===== src/multTesterPkg.sv =====
// Multiplier tester shared definitions
// Bus widths, register map, Wishbone structs and the status word

package multTesterPkg;

    localparam int busWidth  = 32;
    localparam int addrWidth = 4;

    // ========================================
    // Register map in word addresses
    // ========================================
    typedef enum logic [addrWidth-1:0] {
        regMultiplierOne    = 4'd0,
        regMultiplicandOne  = 4'd1,
        regMultiplierTwo    = 4'd2,
        regMultiplicandTwo  = 4'd3,
        regMultiplierThree  = 4'd4,
        regMultiplicandThree = 4'd5,
        regMultiplierFour   = 4'd6,
        regMultiplicandFour = 4'd7,
        regControl          = 4'd8,   // Bit 0 requests start
        regStatus           = 4'd9,
        regProductOne       = 4'd10,
        regProductTwo       = 4'd11,
        regProductThree     = 4'd12,
        regProductFour      = 4'd13
    } regAddr;

    // ========================================
    // Wishbone classic bus
    // ========================================
    typedef struct packed {
        logic                 cyc;
        logic                 stb;
        logic                 we;
        logic [addrWidth-1:0] adr;
        logic [3:0]           sel;   // Byte lanes
        logic [busWidth-1:0]  dat;
    } wbReq;

    typedef struct packed {
        logic                ack;
        logic [busWidth-1:0] dat;
    } wbRsp;

    // Monitor flags with busy in bit 0
    typedef struct packed {
        logic [27:0] reserved;   // Always zero
        logic        commuteFail;
        logic        timingLeak;
        logic        allDone;
        logic        busy;
    } monFlags;

    typedef union packed {
        logic [busWidth-1:0] raw;   // As seen on the bus
        monFlags             mon;
    } statusWord;

endpackage


===== src/multTester.sv =====
`timescale 1ns/1ps
// Multiplier tester top level
// Register file, four multiplier units and the property monitor

module multTester import multTesterPkg::*; #(
    parameter int WIDTH        = 16,
    parameter bit constantTime = 1'b0
) (
    input  logic clk,
    input  logic rstN,
    input  wbReq bus,
    output wbRsp rsp
);

    logic               start;
    monFlags            flags;
    logic [WIDTH-1:0]   multiplierOne;
    logic [WIDTH-1:0]   multiplierTwo;
    logic [WIDTH-1:0]   multiplierThree;
    logic [WIDTH-1:0]   multiplierFour;
    logic [WIDTH-1:0]   multiplicandOne;
    logic [WIDTH-1:0]   multiplicandTwo;
    logic [WIDTH-1:0]   multiplicandThree;
    logic [WIDTH-1:0]   multiplicandFour;
    logic [2*WIDTH-1:0] productOne;
    logic [2*WIDTH-1:0] productTwo;
    logic [2*WIDTH-1:0] productThree;
    logic [2*WIDTH-1:0] productFour;
    logic               doneOne;
    logic               doneTwo;
    logic               doneThree;
    logic               doneFour;

    wbRegFile #(.WIDTH(WIDTH)) regFile (
        .clk(clk), .rstN(rstN), .bus(bus), .flags(flags),
        .productOne(productOne), .productTwo(productTwo),
        .productThree(productThree), .productFour(productFour),
        .rsp(rsp), .start(start),
        .multiplierOne(multiplierOne), .multiplierTwo(multiplierTwo),
        .multiplierThree(multiplierThree), .multiplierFour(multiplierFour),
        .multiplicandOne(multiplicandOne), .multiplicandTwo(multiplicandTwo),
        .multiplicandThree(multiplicandThree), .multiplicandFour(multiplicandFour)
    );

    // ========================================
    // Units one and two share the public input
    // ========================================
    seqMultiplier #(.WIDTH(WIDTH), .constantTime(constantTime)) multOne (
        .clk(clk), .rstN(rstN), .start(start), .multiplier(multiplierOne),
        .multiplicand(multiplicandOne), .product(productOne), .done(doneOne)
    );

    seqMultiplier #(.WIDTH(WIDTH), .constantTime(constantTime)) multTwo (
        .clk(clk), .rstN(rstN), .start(start), .multiplier(multiplierTwo),
        .multiplicand(multiplicandTwo), .product(productTwo), .done(doneTwo)
    );

    // Three and four get swapped operands
    seqMultiplier #(.WIDTH(WIDTH), .constantTime(constantTime)) multThree (
        .clk(clk), .rstN(rstN), .start(start), .multiplier(multiplierThree),
        .multiplicand(multiplicandThree), .product(productThree), .done(doneThree)
    );

    seqMultiplier #(.WIDTH(WIDTH), .constantTime(constantTime)) multFour (
        .clk(clk), .rstN(rstN), .start(start), .multiplier(multiplierFour),
        .multiplicand(multiplicandFour), .product(productFour), .done(doneFour)
    );

    propertyMonitor #(.WIDTH(WIDTH)) monitor (
        .clk(clk), .rstN(rstN), .start(start),
        .doneOne(doneOne), .doneTwo(doneTwo), .doneThree(doneThree), .doneFour(doneFour),
        .productThree(productThree), .productFour(productFour), .flags(flags)
    );

endmodule


===== src/propertyMonitor.sv =====
`timescale 1ns/1ps
// Property monitor for the four multiplier units
// Flags timing leakage between units one and two and commutativity of three and four

module propertyMonitor import multTesterPkg::*; #(
    parameter int WIDTH = 16
) (
    input  logic               clk,
    input  logic               rstN,
    input  logic               start,
    input  logic               doneOne,
    input  logic               doneTwo,
    input  logic               doneThree,
    input  logic               doneFour,
    input  logic [2*WIDTH-1:0] productThree,
    input  logic [2*WIDTH-1:0] productFour,
    output monFlags            flags
);

    logic [3:0] doneVec;
    logic [3:0] doneSeen;   // Sticky per unit completion
    logic [3:0] seenNext;
    logic       busyQ;
    logic       allDoneQ;
    logic       leakQ;
    logic       commuteQ;

    assign doneVec  = {doneFour, doneThree, doneTwo, doneOne};
    assign seenNext = doneSeen | doneVec;

    // ========================================
    // Run tracking
    // ========================================
    always_ff @(posedge clk) begin
        if (!rstN) begin
            busyQ    <= 1'b0;
            allDoneQ <= 1'b0;
            leakQ    <= 1'b0;
            commuteQ <= 1'b0;
            doneSeen <= '0;
        end else if (start) begin
            busyQ    <= 1'b1;   // New run clears the old verdict
            allDoneQ <= 1'b0;
            leakQ    <= 1'b0;
            commuteQ <= 1'b0;
            doneSeen <= '0;
        end else if (busyQ) begin
            doneSeen <= seenNext;

            // Same public input, so any cycle where only one finishes is a leak
            if (doneOne != doneTwo) begin
                leakQ <= 1'b1;
            end

            if (&seenNext) begin
                busyQ    <= 1'b0;
                allDoneQ <= 1'b1;
                commuteQ <= (productThree != productFour);   // Both products valid here
            end
        end
    end

    always_comb begin
        flags             = '0;
        flags.busy        = busyQ;
        flags.allDone     = allDoneQ;
        flags.timingLeak  = leakQ;
        flags.commuteFail = commuteQ;
    end

endmodule


===== src/seqMultiplier.sv =====
`timescale 1ns/1ps
// Iterative shift-add multiplier, one multiplier bit per cycle
// Without constantTime it stops once the remaining multiplier bits are zero

module seqMultiplier #(
    parameter int WIDTH        = 16,
    parameter bit constantTime = 1'b0
) (
    input  logic               clk,
    input  logic               rstN,
    input  logic               start,
    input  logic [WIDTH-1:0]   multiplier,
    input  logic [WIDTH-1:0]   multiplicand,
    output logic [2*WIDTH-1:0] product,
    output logic               done
);

    localparam int cntWidth = $clog2(WIDTH + 1);
    localparam logic [cntWidth-1:0] lastCount = cntWidth'(WIDTH);

    logic                running;
    logic [cntWidth-1:0] stepCnt;
    logic [2*WIDTH-1:0]  acc;      // Partial product
    logic [2*WIDTH-1:0]  mcand;    // Multiplicand shifted to current weight
    logic [WIDTH-1:0]    mplier;   // Remaining multiplier bits

    logic                load;
    logic                advance;
    logic                finish;
    logic [2*WIDTH-1:0]  srcAcc;
    logic [2*WIDTH-1:0]  srcMcand;
    logic [WIDTH-1:0]    srcMplier;
    logic [cntWidth-1:0] srcCnt;
    logic [2*WIDTH-1:0]  nextAcc;
    logic [2*WIDTH-1:0]  nextMcand;
    logic [WIDTH-1:0]    nextMplier;
    logic [cntWidth-1:0] nextCnt;

    // ========================================
    // One step, fed from the ports on start
    // ========================================
    assign load    = start && !running;   // Start while running is ignored
    assign advance = load || running;

    assign srcAcc    = load ? '0 : acc;
    assign srcMcand  = load ? (2*WIDTH)'(multiplicand) : mcand;
    assign srcMplier = load ? multiplier : mplier;
    assign srcCnt    = load ? '0 : stepCnt;

    assign nextAcc    = srcMplier[0] ? srcAcc + srcMcand : srcAcc;
    assign nextMcand  = srcMcand << 1;
    assign nextMplier = srcMplier >> 1;
    assign nextCnt    = srcCnt + 1'b1;

    // Early exit is what makes latency data dependent
    assign finish = (nextCnt == lastCount) || (!constantTime && nextMplier == '0);

    always_ff @(posedge clk) begin
        if (!rstN) begin
            running <= 1'b0;
            done    <= 1'b0;
            stepCnt <= '0;
        end else begin
            done <= advance && finish;   // Single cycle pulse
            if (advance) begin
                running <= !finish;
                stepCnt <= nextCnt;
            end
        end
    end

    always_ff @(posedge clk) begin
        if (advance) begin
            acc    <= nextAcc;
            mcand  <= nextMcand;
            mplier <= nextMplier;
        end
    end

    assign product = acc;   // Held until the next start

endmodule


===== src/wbRegFile.sv =====
`timescale 1ns/1ps
// Wishbone classic slave register file for the multiplier tester
// Holds operands, issues the start pulse and returns status and products

module wbRegFile import multTesterPkg::*; #(
    parameter int WIDTH = 16
) (
    input  logic               clk,
    input  logic               rstN,
    input  wbReq               bus,
    input  monFlags            flags,
    input  logic [2*WIDTH-1:0] productOne,
    input  logic [2*WIDTH-1:0] productTwo,
    input  logic [2*WIDTH-1:0] productThree,
    input  logic [2*WIDTH-1:0] productFour,
    output wbRsp               rsp,
    output logic               start,
    output logic [WIDTH-1:0]   multiplierOne,
    output logic [WIDTH-1:0]   multiplierTwo,
    output logic [WIDTH-1:0]   multiplierThree,
    output logic [WIDTH-1:0]   multiplierFour,
    output logic [WIDTH-1:0]   multiplicandOne,
    output logic [WIDTH-1:0]   multiplicandTwo,
    output logic [WIDTH-1:0]   multiplicandThree,
    output logic [WIDTH-1:0]   multiplicandFour
);

    logic [WIDTH-1:0]    opReg [8];   // Operands at addresses 0 to 7 in map order
    statusWord           status;
    logic                ackQ;
    logic [busWidth-1:0] datQ;
    logic                take;        // Request seen, ack next cycle
    logic                wrEn;        // Write committed at end of ack cycle
    logic                opWrEn;
    logic                startReq;
    logic [busWidth-1:0] rdData;
    logic [busWidth-1:0] wrMerged;

    assign status.mon = flags;

    // ========================================
    // Bus handshake
    // ========================================
    assign take   = bus.cyc && bus.stb && !ackQ;   // Drops ack even if stb stays up
    assign wrEn   = ackQ && bus.cyc && bus.stb && bus.we;
    assign opWrEn = wrEn && !bus.adr[3] && !status.mon.busy;   // Still acked when busy

    assign startReq = wrEn && (regAddr'(bus.adr) == regControl) && bus.sel[0]
                      && bus.dat[0] && !status.mon.busy && !start;

    always_ff @(posedge clk) begin
        if (!rstN) begin
            ackQ  <= 1'b0;
            start <= 1'b0;
        end else begin
            ackQ  <= take;
            start <= startReq;   // Lands the cycle after the ack
        end
    end

    assign rsp.ack = ackQ;
    assign rsp.dat = datQ;

    // Byte lane merge into the addressed operand
    always_comb begin
        wrMerged = busWidth'(opReg[bus.adr[2:0]]);
        for (int b = 0; b < busWidth / 8; b++) begin
            if (bus.sel[b]) begin
                wrMerged[8*b +: 8] = bus.dat[8*b +: 8];
            end
        end
    end

    // ========================================
    // Read mux
    // ========================================
    always_comb begin
        rdData = '0;   // Control and unmapped read as zero
        case (regAddr'(bus.adr))
            regStatus:       rdData = status.raw;
            regProductOne:   rdData = busWidth'(productOne);
            regProductTwo:   rdData = busWidth'(productTwo);
            regProductThree: rdData = busWidth'(productThree);
            regProductFour:  rdData = busWidth'(productFour);
            default: begin
                if (!bus.adr[3]) begin
                    rdData = busWidth'(opReg[bus.adr[2:0]]);
                end
            end
        endcase
    end

    always_ff @(posedge clk) begin
        if (take) begin
            datQ <= rdData;   // Valid while ack is high
        end
        if (opWrEn) begin
            opReg[bus.adr[2:0]] <= wrMerged[WIDTH-1:0];   // Truncated to WIDTH
        end
    end

    assign multiplierOne     = opReg[0];
    assign multiplicandOne   = opReg[1];
    assign multiplierTwo     = opReg[2];
    assign multiplicandTwo   = opReg[3];
    assign multiplierThree   = opReg[4];
    assign multiplicandThree = opReg[5];
    assign multiplierFour    = opReg[6];
    assign multiplicandFour  = opReg[7];

endmodule


===== config.mk =====
export PLATFORM = sky130hd
export DESIGN_NAME = multTester
export DESIGN_NICKNAME = d
export VERILOG_FILES = /design/src/multTesterPkg.sv /design/src/multTester.sv /design/src/propertyMonitor.sv /design/src/seqMultiplier.sv /design/src/wbRegFile.sv
export SDC_FILE = /design/constraint.sdc
export NUM_CORES = 1
export LEC_CHECK = 0
export ABC_AREA = 1
export BUFFER_PORTS_ARGS = -buffer_cell sky130_fd_sc_hd__buf_2
export CAP_MARGIN = 40
export CORE_ASPECT_RATIO = 1.5
export CORE_UTILIZATION = 45
export CTS_CLUSTER_DIAMETER = 30
export DETAILED_ROUTE_END_ITERATION = 12
export MAX_ROUTING_LAYER = met4
export PLACE_DENSITY = 0.59
export SYNTH_ARGS = -nofsm -noshare
export SYNTH_HDL_FRONTEND = slang
export SYNTH_SLANG_ARGS = --single-unit

===== constraint.sdc =====
create_clock -name clk -period 4.2 [get_ports clk]
set_clock_uncertainty 0.2 [all_clocks]
set_input_delay 0.63 -clock clk [delete_from_list [all_inputs] [get_ports clk]]
set_output_delay 0.63 -clock clk [all_outputs]
set_load 0.005 [all_outputs]

==> metrics.yaml, run 1 <==
nFillCells: 6712
worstSetupStartpointType: "flop"
cp.required_ps: 4410
fin_ws_ps: 375.2
async_flop_share_pct: 0
drt_iter0_markers: 2455
route.vias.total: 27720
dp_slack_ps: 438.2
cts.sinks: 510
syn_inst: 4170
drt_wl_total_um: 102000
die_h_um: 328.1
cp_cell_sequence: "inv_2, nor2_4, inv_2, buf_4, o21ai_0, ha_1, nand2_1, inv_1, nand2_1, nand3_1, nand2_1, nand2_1, or2_2, nand3_1, o21ai_1"
io_pins: 78
dp.cells: 5130
setup_tns_ps: 0
hold_class: "primary input to flop"
layoutNonFillerInstCount: 5317
slew_headroom_pct: 42.13
crit_arrival_ps: 4030
grt_pass1_vias: 26547
ant_nets: 0
rsz0062_at_grt: "false"
synth_cell_types: 49
fin_hold_ws_ps: 58.05
ys_ff_latch: 510
outcome: "finished clean"
hold_violations: 0
synth_area_sq_mm: 0.03190
avgViaCountPerCell: 5.213
clkLatencyLatePin_ps: 670
path_max_fanout: 25
nets: 4501
setup_viol: 0
cts_setup_buffers: 0
drc: 0
hpwl_um: 77960
tightest_slew_ps: 867.1
initial_core_util_pct: 45.49
numCtsBuffers: 99
cts_root_buffer: "clkbuf_16"
cpPeakStageDelay_ps: 630
drt-wirelength-per-cell_um: 19.19
crit_path_end_kind: "flop"
finalCriticalPeriod_ps: 3825
clk_pin_slew_ps: 50
overflow: 0
antenna_found_initial: 0
crit_top_cell: "nand2_1"
max-vdd-ir-drop_mv: 0.3597
critPathKind: "flop to flop"
ys_seq_area_share_pct: 46.82
synth_edf_count: 472
rrSetupSlack_ps: 380
grt_pass1_wl_um: 153700
drv_slew: 0
period_share_pct: 91.07
max_freq_mhz: 261.5
cp_slowest_cell: "dfxtp_1"
gp_congestion: 0.9911
power.total_uw: 14330
final_cell_mix: "nand2_1 (1,294), inv_1 (735), edfxtp_1 (472)"
area_delta_synth_final_pct: 16.92
ys.warnings.count: 0
maxCapViolCount: 0
clockBufferDepth: 3
multi_input_area_sq_mm: 0.01370
place.port_buffers: 59
ctsHoldBuffers: 0
rows: 119
synth_ff_type: "edfxtp_1"
die_w_um: 219.4
p_leak_uw: 0.01747
post_cts_resized: 0
cts_max_level: 3
die_area_sq_mm: 0.07198
core_area_sq_mm: 0.07013
syn_area_per_cell_sq_um: 7.649
tritoncts: "done"
final_common_cell: "nand2_1"
final_layout_size_suffix_gt1_share_pct: 8.664
first_pass_iters: 6
grt_max_degree: 64
powerDensity_mw_per_mm2: 384.3
grt_usage_pct: 29.43
layout.area.seq_sq_mm: 0.01493
==> flip-flops by register name, summed over array words and instances, names as in the netlist, 31 cells and up, named ones only <==
| name | cells |
|---|---|
| multThree.mcand | 31 |
| multTwo.mcand | 31 |
| multOne.mcand | 31 |
| multTwo.product | 31 |
| regFile.datQ | 32 |
| regFile.opReg | 128 |
| multOne.product | 31 |
| multFour.mcand | 31 |
| multThree.product | 31 |
| multFour.product | 31 |
==> synthesized netlist by cell type, drive strengths merged (6+ instances only) <==
master	number	area share, %
nand2	1300	15
inv	753	8.9
edfxtp	472	44
nor2	452	5.4
o21ai	257	4.1
nand3	187	2.9
a21oi	154	2.4
ha	128	5.0
buf	60	1.1
o22ai	50	0.98
clkbuf	43	0.51
dfxtp	38	2.4
nand4	35	0.69
xnor2	34	0.93
or2	27	0.53
xor2	26	0.71
nand3b	20	0.47
nor3	20	0.31
o2111ai	20	0.55
o221ai	16	0.44
o21bai	15	0.35
a221oi	12	0.33
o211ai	9	0.21
and2	8	0.16
nor4	6	0.12
==> per-stage QoR <==
stage,cell area (sq um),util (%)
floorplan,31910,-
global placement,33620,47.94
detailed placement,33710,48.08
CTS,37290,53.18
global route,37290,53.18
finish,37300,53.18
==> report_power, final <==
part           switching, uW  total, uW  leakage [uW]  internal, uW
Combinational            257        361        0.0113           104
Clock                   2890       8430       0.00172          5540
Sequential              5.14       5540       0.00443          5540
==> metal layers <==
metal  part of all wire [%]  vias up  track usage, %
li1                       -    13807               -
met1                     40    12812           34.41
met2                     48      889           48.53
met3                    4.8      212           2.861
met4                    6.5        0           18.19
met5                      0        -               -
==> worst paths after layout <==
check                      startpoint                     to  cells past startpoint
setup / recovery        regFile.start  multThree.product[15]                     15
setup reg to reg        regFile.start  multThree.product[15]                     15
hold / removal                bus[42]           regFile.ackQ                      3
hold reg to reg   monitor.doneSeen[0]    monitor.doneSeen[0]                      2
==> cells by family (layout without fill, tap and decap cells) <==
group | after synthesis | in the layout | synth area share [%]
simple gates | 2059 | 2059 | 26.01
buf+inv | 857 | 1093 | 10.45
compound gates | 551 | 551 | 9.798
flops | 510 | 510 | 46.82
fa+ha+maj | 132 | 132 | 5.272
xor+xnor | 60 | 60 | 1.647
other cells | 1 | 5 | 0.01176
==> worst max-delay path: cells and delay by family, from the launching register on <==
kind	cells	cell delay [ps]
compound gates	2	430
fa+ha+maj	1	350
buf+inv	4	670
flops	1	630
simple gates	8	1290
==> layout make-up <==
cell class / count / share of cell area, %
antenna: 1 / 0.006710
clock buffer: 115 / 7.169
clock inverter: 71 / 2.426
inverter: 754 / 7.602
multi-input combinational: 2806 / 36.72
sequential: 510 / 40.04
tap: 907 / 3.043
timing repair buffer: 153 / 2.989
Note: power is estimated with default switching activity, not from simulation.
==> inputs of run 2 (changes only) <==
PLACE_DENSITY = 0.61   (was 0.59)
clock period = 3.1 ns   (was 4.2 ns; I/O delays follow)
==> run 2 against run 1 <==
Design area up 4.5%. Sequential share of layout area down 1.7 points. Maximum frequency grew 29%. Die area did not move. Worst hold slack improved by 28 ps. Sequential power grew 36%. Flip-flop and latch count unchanged. Clock power grew 23%. Critical endpoint is now multThree.product[25].
==> metrics.yaml, run 2 (synthesized netlist as in run 1, its figures left out) <==
crit_arrival_ps: 3150  # was 4030 ps
critPathKind: "flop to flop"  # unchanged
max-vdd-ir-drop_mv: 0.4999  # was 0.3597 mV
setup_tns_ps: 0  # unchanged
die_h_um: 328.1  # unchanged
rows: 119  # unchanged
reg2reg_from: "regFile.start"  # unchanged
final_layout_size_suffix_gt1_share_pct: 13.90  # was 8.664%
largest_reg_flops: 128  # unchanged
outcome: "finished clean"  # unchanged
first_pass_iters: 6  # unchanged
cts_max_level: 3  # unchanged
crit_path_end_kind: "flop"  # unchanged
drv_slew: 0  # unchanged
avgViaCountPerCell: 5.145  # was 5.213
grt_max_degree: 60  # was 64
tritoncts: "done"  # unchanged
hpwl_um: 81990  # was 77,960 um
path_max_fanout: 23  # was 25
powerDensity_mw_per_mm2: 472.2  # was 384.3 mW/mm^2
core_area_sq_mm: 0.07013  # unchanged
maxCapViolCount: 0  # unchanged
nets: 4675  # was 4,501
layoutNonFillerInstCount: 5482  # was 5,317
final_cell_mix: "nand2_1 (1,272), inv_1 (735), edfxtp_1 (472)"  # was nand2_1 (1,294), inv_1 (735), edfxtp_1 (472)
cp.required_ps: 3290  # was 4410 ps
hold_depth: 4  # was 3
max_freq_mhz: 338.4  # was 261.5 MHz
drt_wl_total_um: 105800  # was 102,000 um
clkLatencyLatePin_ps: 670  # about the same
drc: 0  # unchanged
finalCriticalPeriod_ps: 2955  # was 3825 ps
gp_congestion: 0.9539  # was 0.9911
cts_root_buffer: "clkbuf_16"  # unchanged
drt-wirelength-per-cell_um: 19.30  # was 19.19 um
overflow: 0  # unchanged
die_area_sq_mm: 0.07198  # unchanged
initial_core_util_pct: 45.49  # unchanged
antenna_found_initial: 1  # was 0
rsz0062_at_grt: "true"  # was false
min_from: "bus[9]"  # was bus[42]
tightest_slew_ps: 867.7  # was 867.1 ps
clockBufferDepth: 3  # unchanged
fin_hold_ws_ps: 85.76  # was 58.05 ps
p_leak_uw: 0.01829  # was 0.01747 uW
slew_headroom_pct: 41.54  # was 42.13%
grt_pass1_vias: 26946  # was 26,547
clk_pin_slew_ps: 60  # was 50 ps
io_pins: 78  # unchanged
hold_violations: 0  # unchanged
setup_viol: 0  # unchanged
cts.sinks: 510  # unchanged
grt_pass1_wl_um: 157000  # was 153,700 um
dp_slack_ps: -46.47  # was 438.2 ps
numCtsBuffers: 92  # was 99
grt_usage_pct: 30.31  # was 29.43%
place.port_buffers: 59  # unchanged
area_delta_synth_final_pct: 22.13  # was 16.92%
route.vias.total: 28203  # was 27,720
die_w_um: 219.4  # unchanged
crit_start: "regFile.start"  # unchanged
final_common_cell: "nand2_1"  # unchanged
hold_class: "primary input to flop"  # unchanged
design_area_sq_mm: 0.03896  # was 0.03730 sq mm
ant_nets: 0  # unchanged
worstSetupStartpointType: "flop"  # unchanged
placed_area_sq_mm: 0.03506  # was 0.03371 sq mm
period_share_pct: 95.33  # was 91.07%
drt_iter0_markers: 2072  # was 2,455
rr_worst_depth: 17  # was 15
dp.cells: 5289  # was 5,130
fin_ws_ps: 144.9  # was 375.2 ps
## run 2: changes by cell type in the layout (fill, tap and decap cells not counted), sizes merged, moves of 2 or more
cell	delta
buf	+170
clkbuf	-8
dlygate4sd3	+6
bufinv	-5
inv	+2
## run 2: stage by stage
step	util (%)	total power, uW
global placement	49.95	8157
CTS	54.64	18540
detailed placement	50.00	8159
finish	55.55	18400
floorplan	-	7841
global route	55.55	18850
## run 2: critical path: stages, from the launching register on
cell,delay [ps]
dfxtp_2,350
inv_2,50
nor2_4,100
buf_6,200
buf_16,210
nor2_1,80
ha_1,360
nand2_1,100
nand2_2,120
nand3_1,90
nand2_2,120
nand2_1,60
nand2_1,160
nand2_1,130
nand3_1,110
nand2_1,50
nand3_1,120
nand2_1,60
## run 2: report_power, final
group | switching, uW | internal (uW)
combinational | 362 | 170
clock | 3860 | 6490
sequential | 7.62 | 7500
## run 2: layout make-up
type                    count  area, sq um
clock buffers             102         2382
flip-flops and latches    510        14940
repair buffers            334         2776
diodes                      1        2.502
well taps                 907         1135
inverters                 754         2843
fillers                  6709        31170
multi-input cells        2806        14070
clock inverters            68        810.8
## run 2: layer usage
metal | global-route usage [%] | vias up | part of all wire (%)
met5 | - | - | 0
met1 | 34.03 | 12957 | 39
met3 | 3.472 | 262 | 4.5
met4 | 20.18 | 0 | 7.2
met2 | 50.51 | 815 | 49
li1 | - | 14169 | -
## run 2: timing repair
item / 4_1_cts / 5_1_grt
hold buffers: 6 / 0
gates cloned: 0 / 5
setup buffers: 0 / 11
hold endpoints to repair: 4 / 0
setup endpoints to repair: 8 / 91
gates resized for setup: 3 / 137
pin swaps: 0 / 18
## run 2: final timing paths
path	endpoint	slack [ps]
setup / recovery	multThree.product[25]	140
hold reg to reg	monitor.allDoneQ	270
setup reg to reg	multThree.product[25]	140
hold / removal	regFile.opReg[1][9]	90
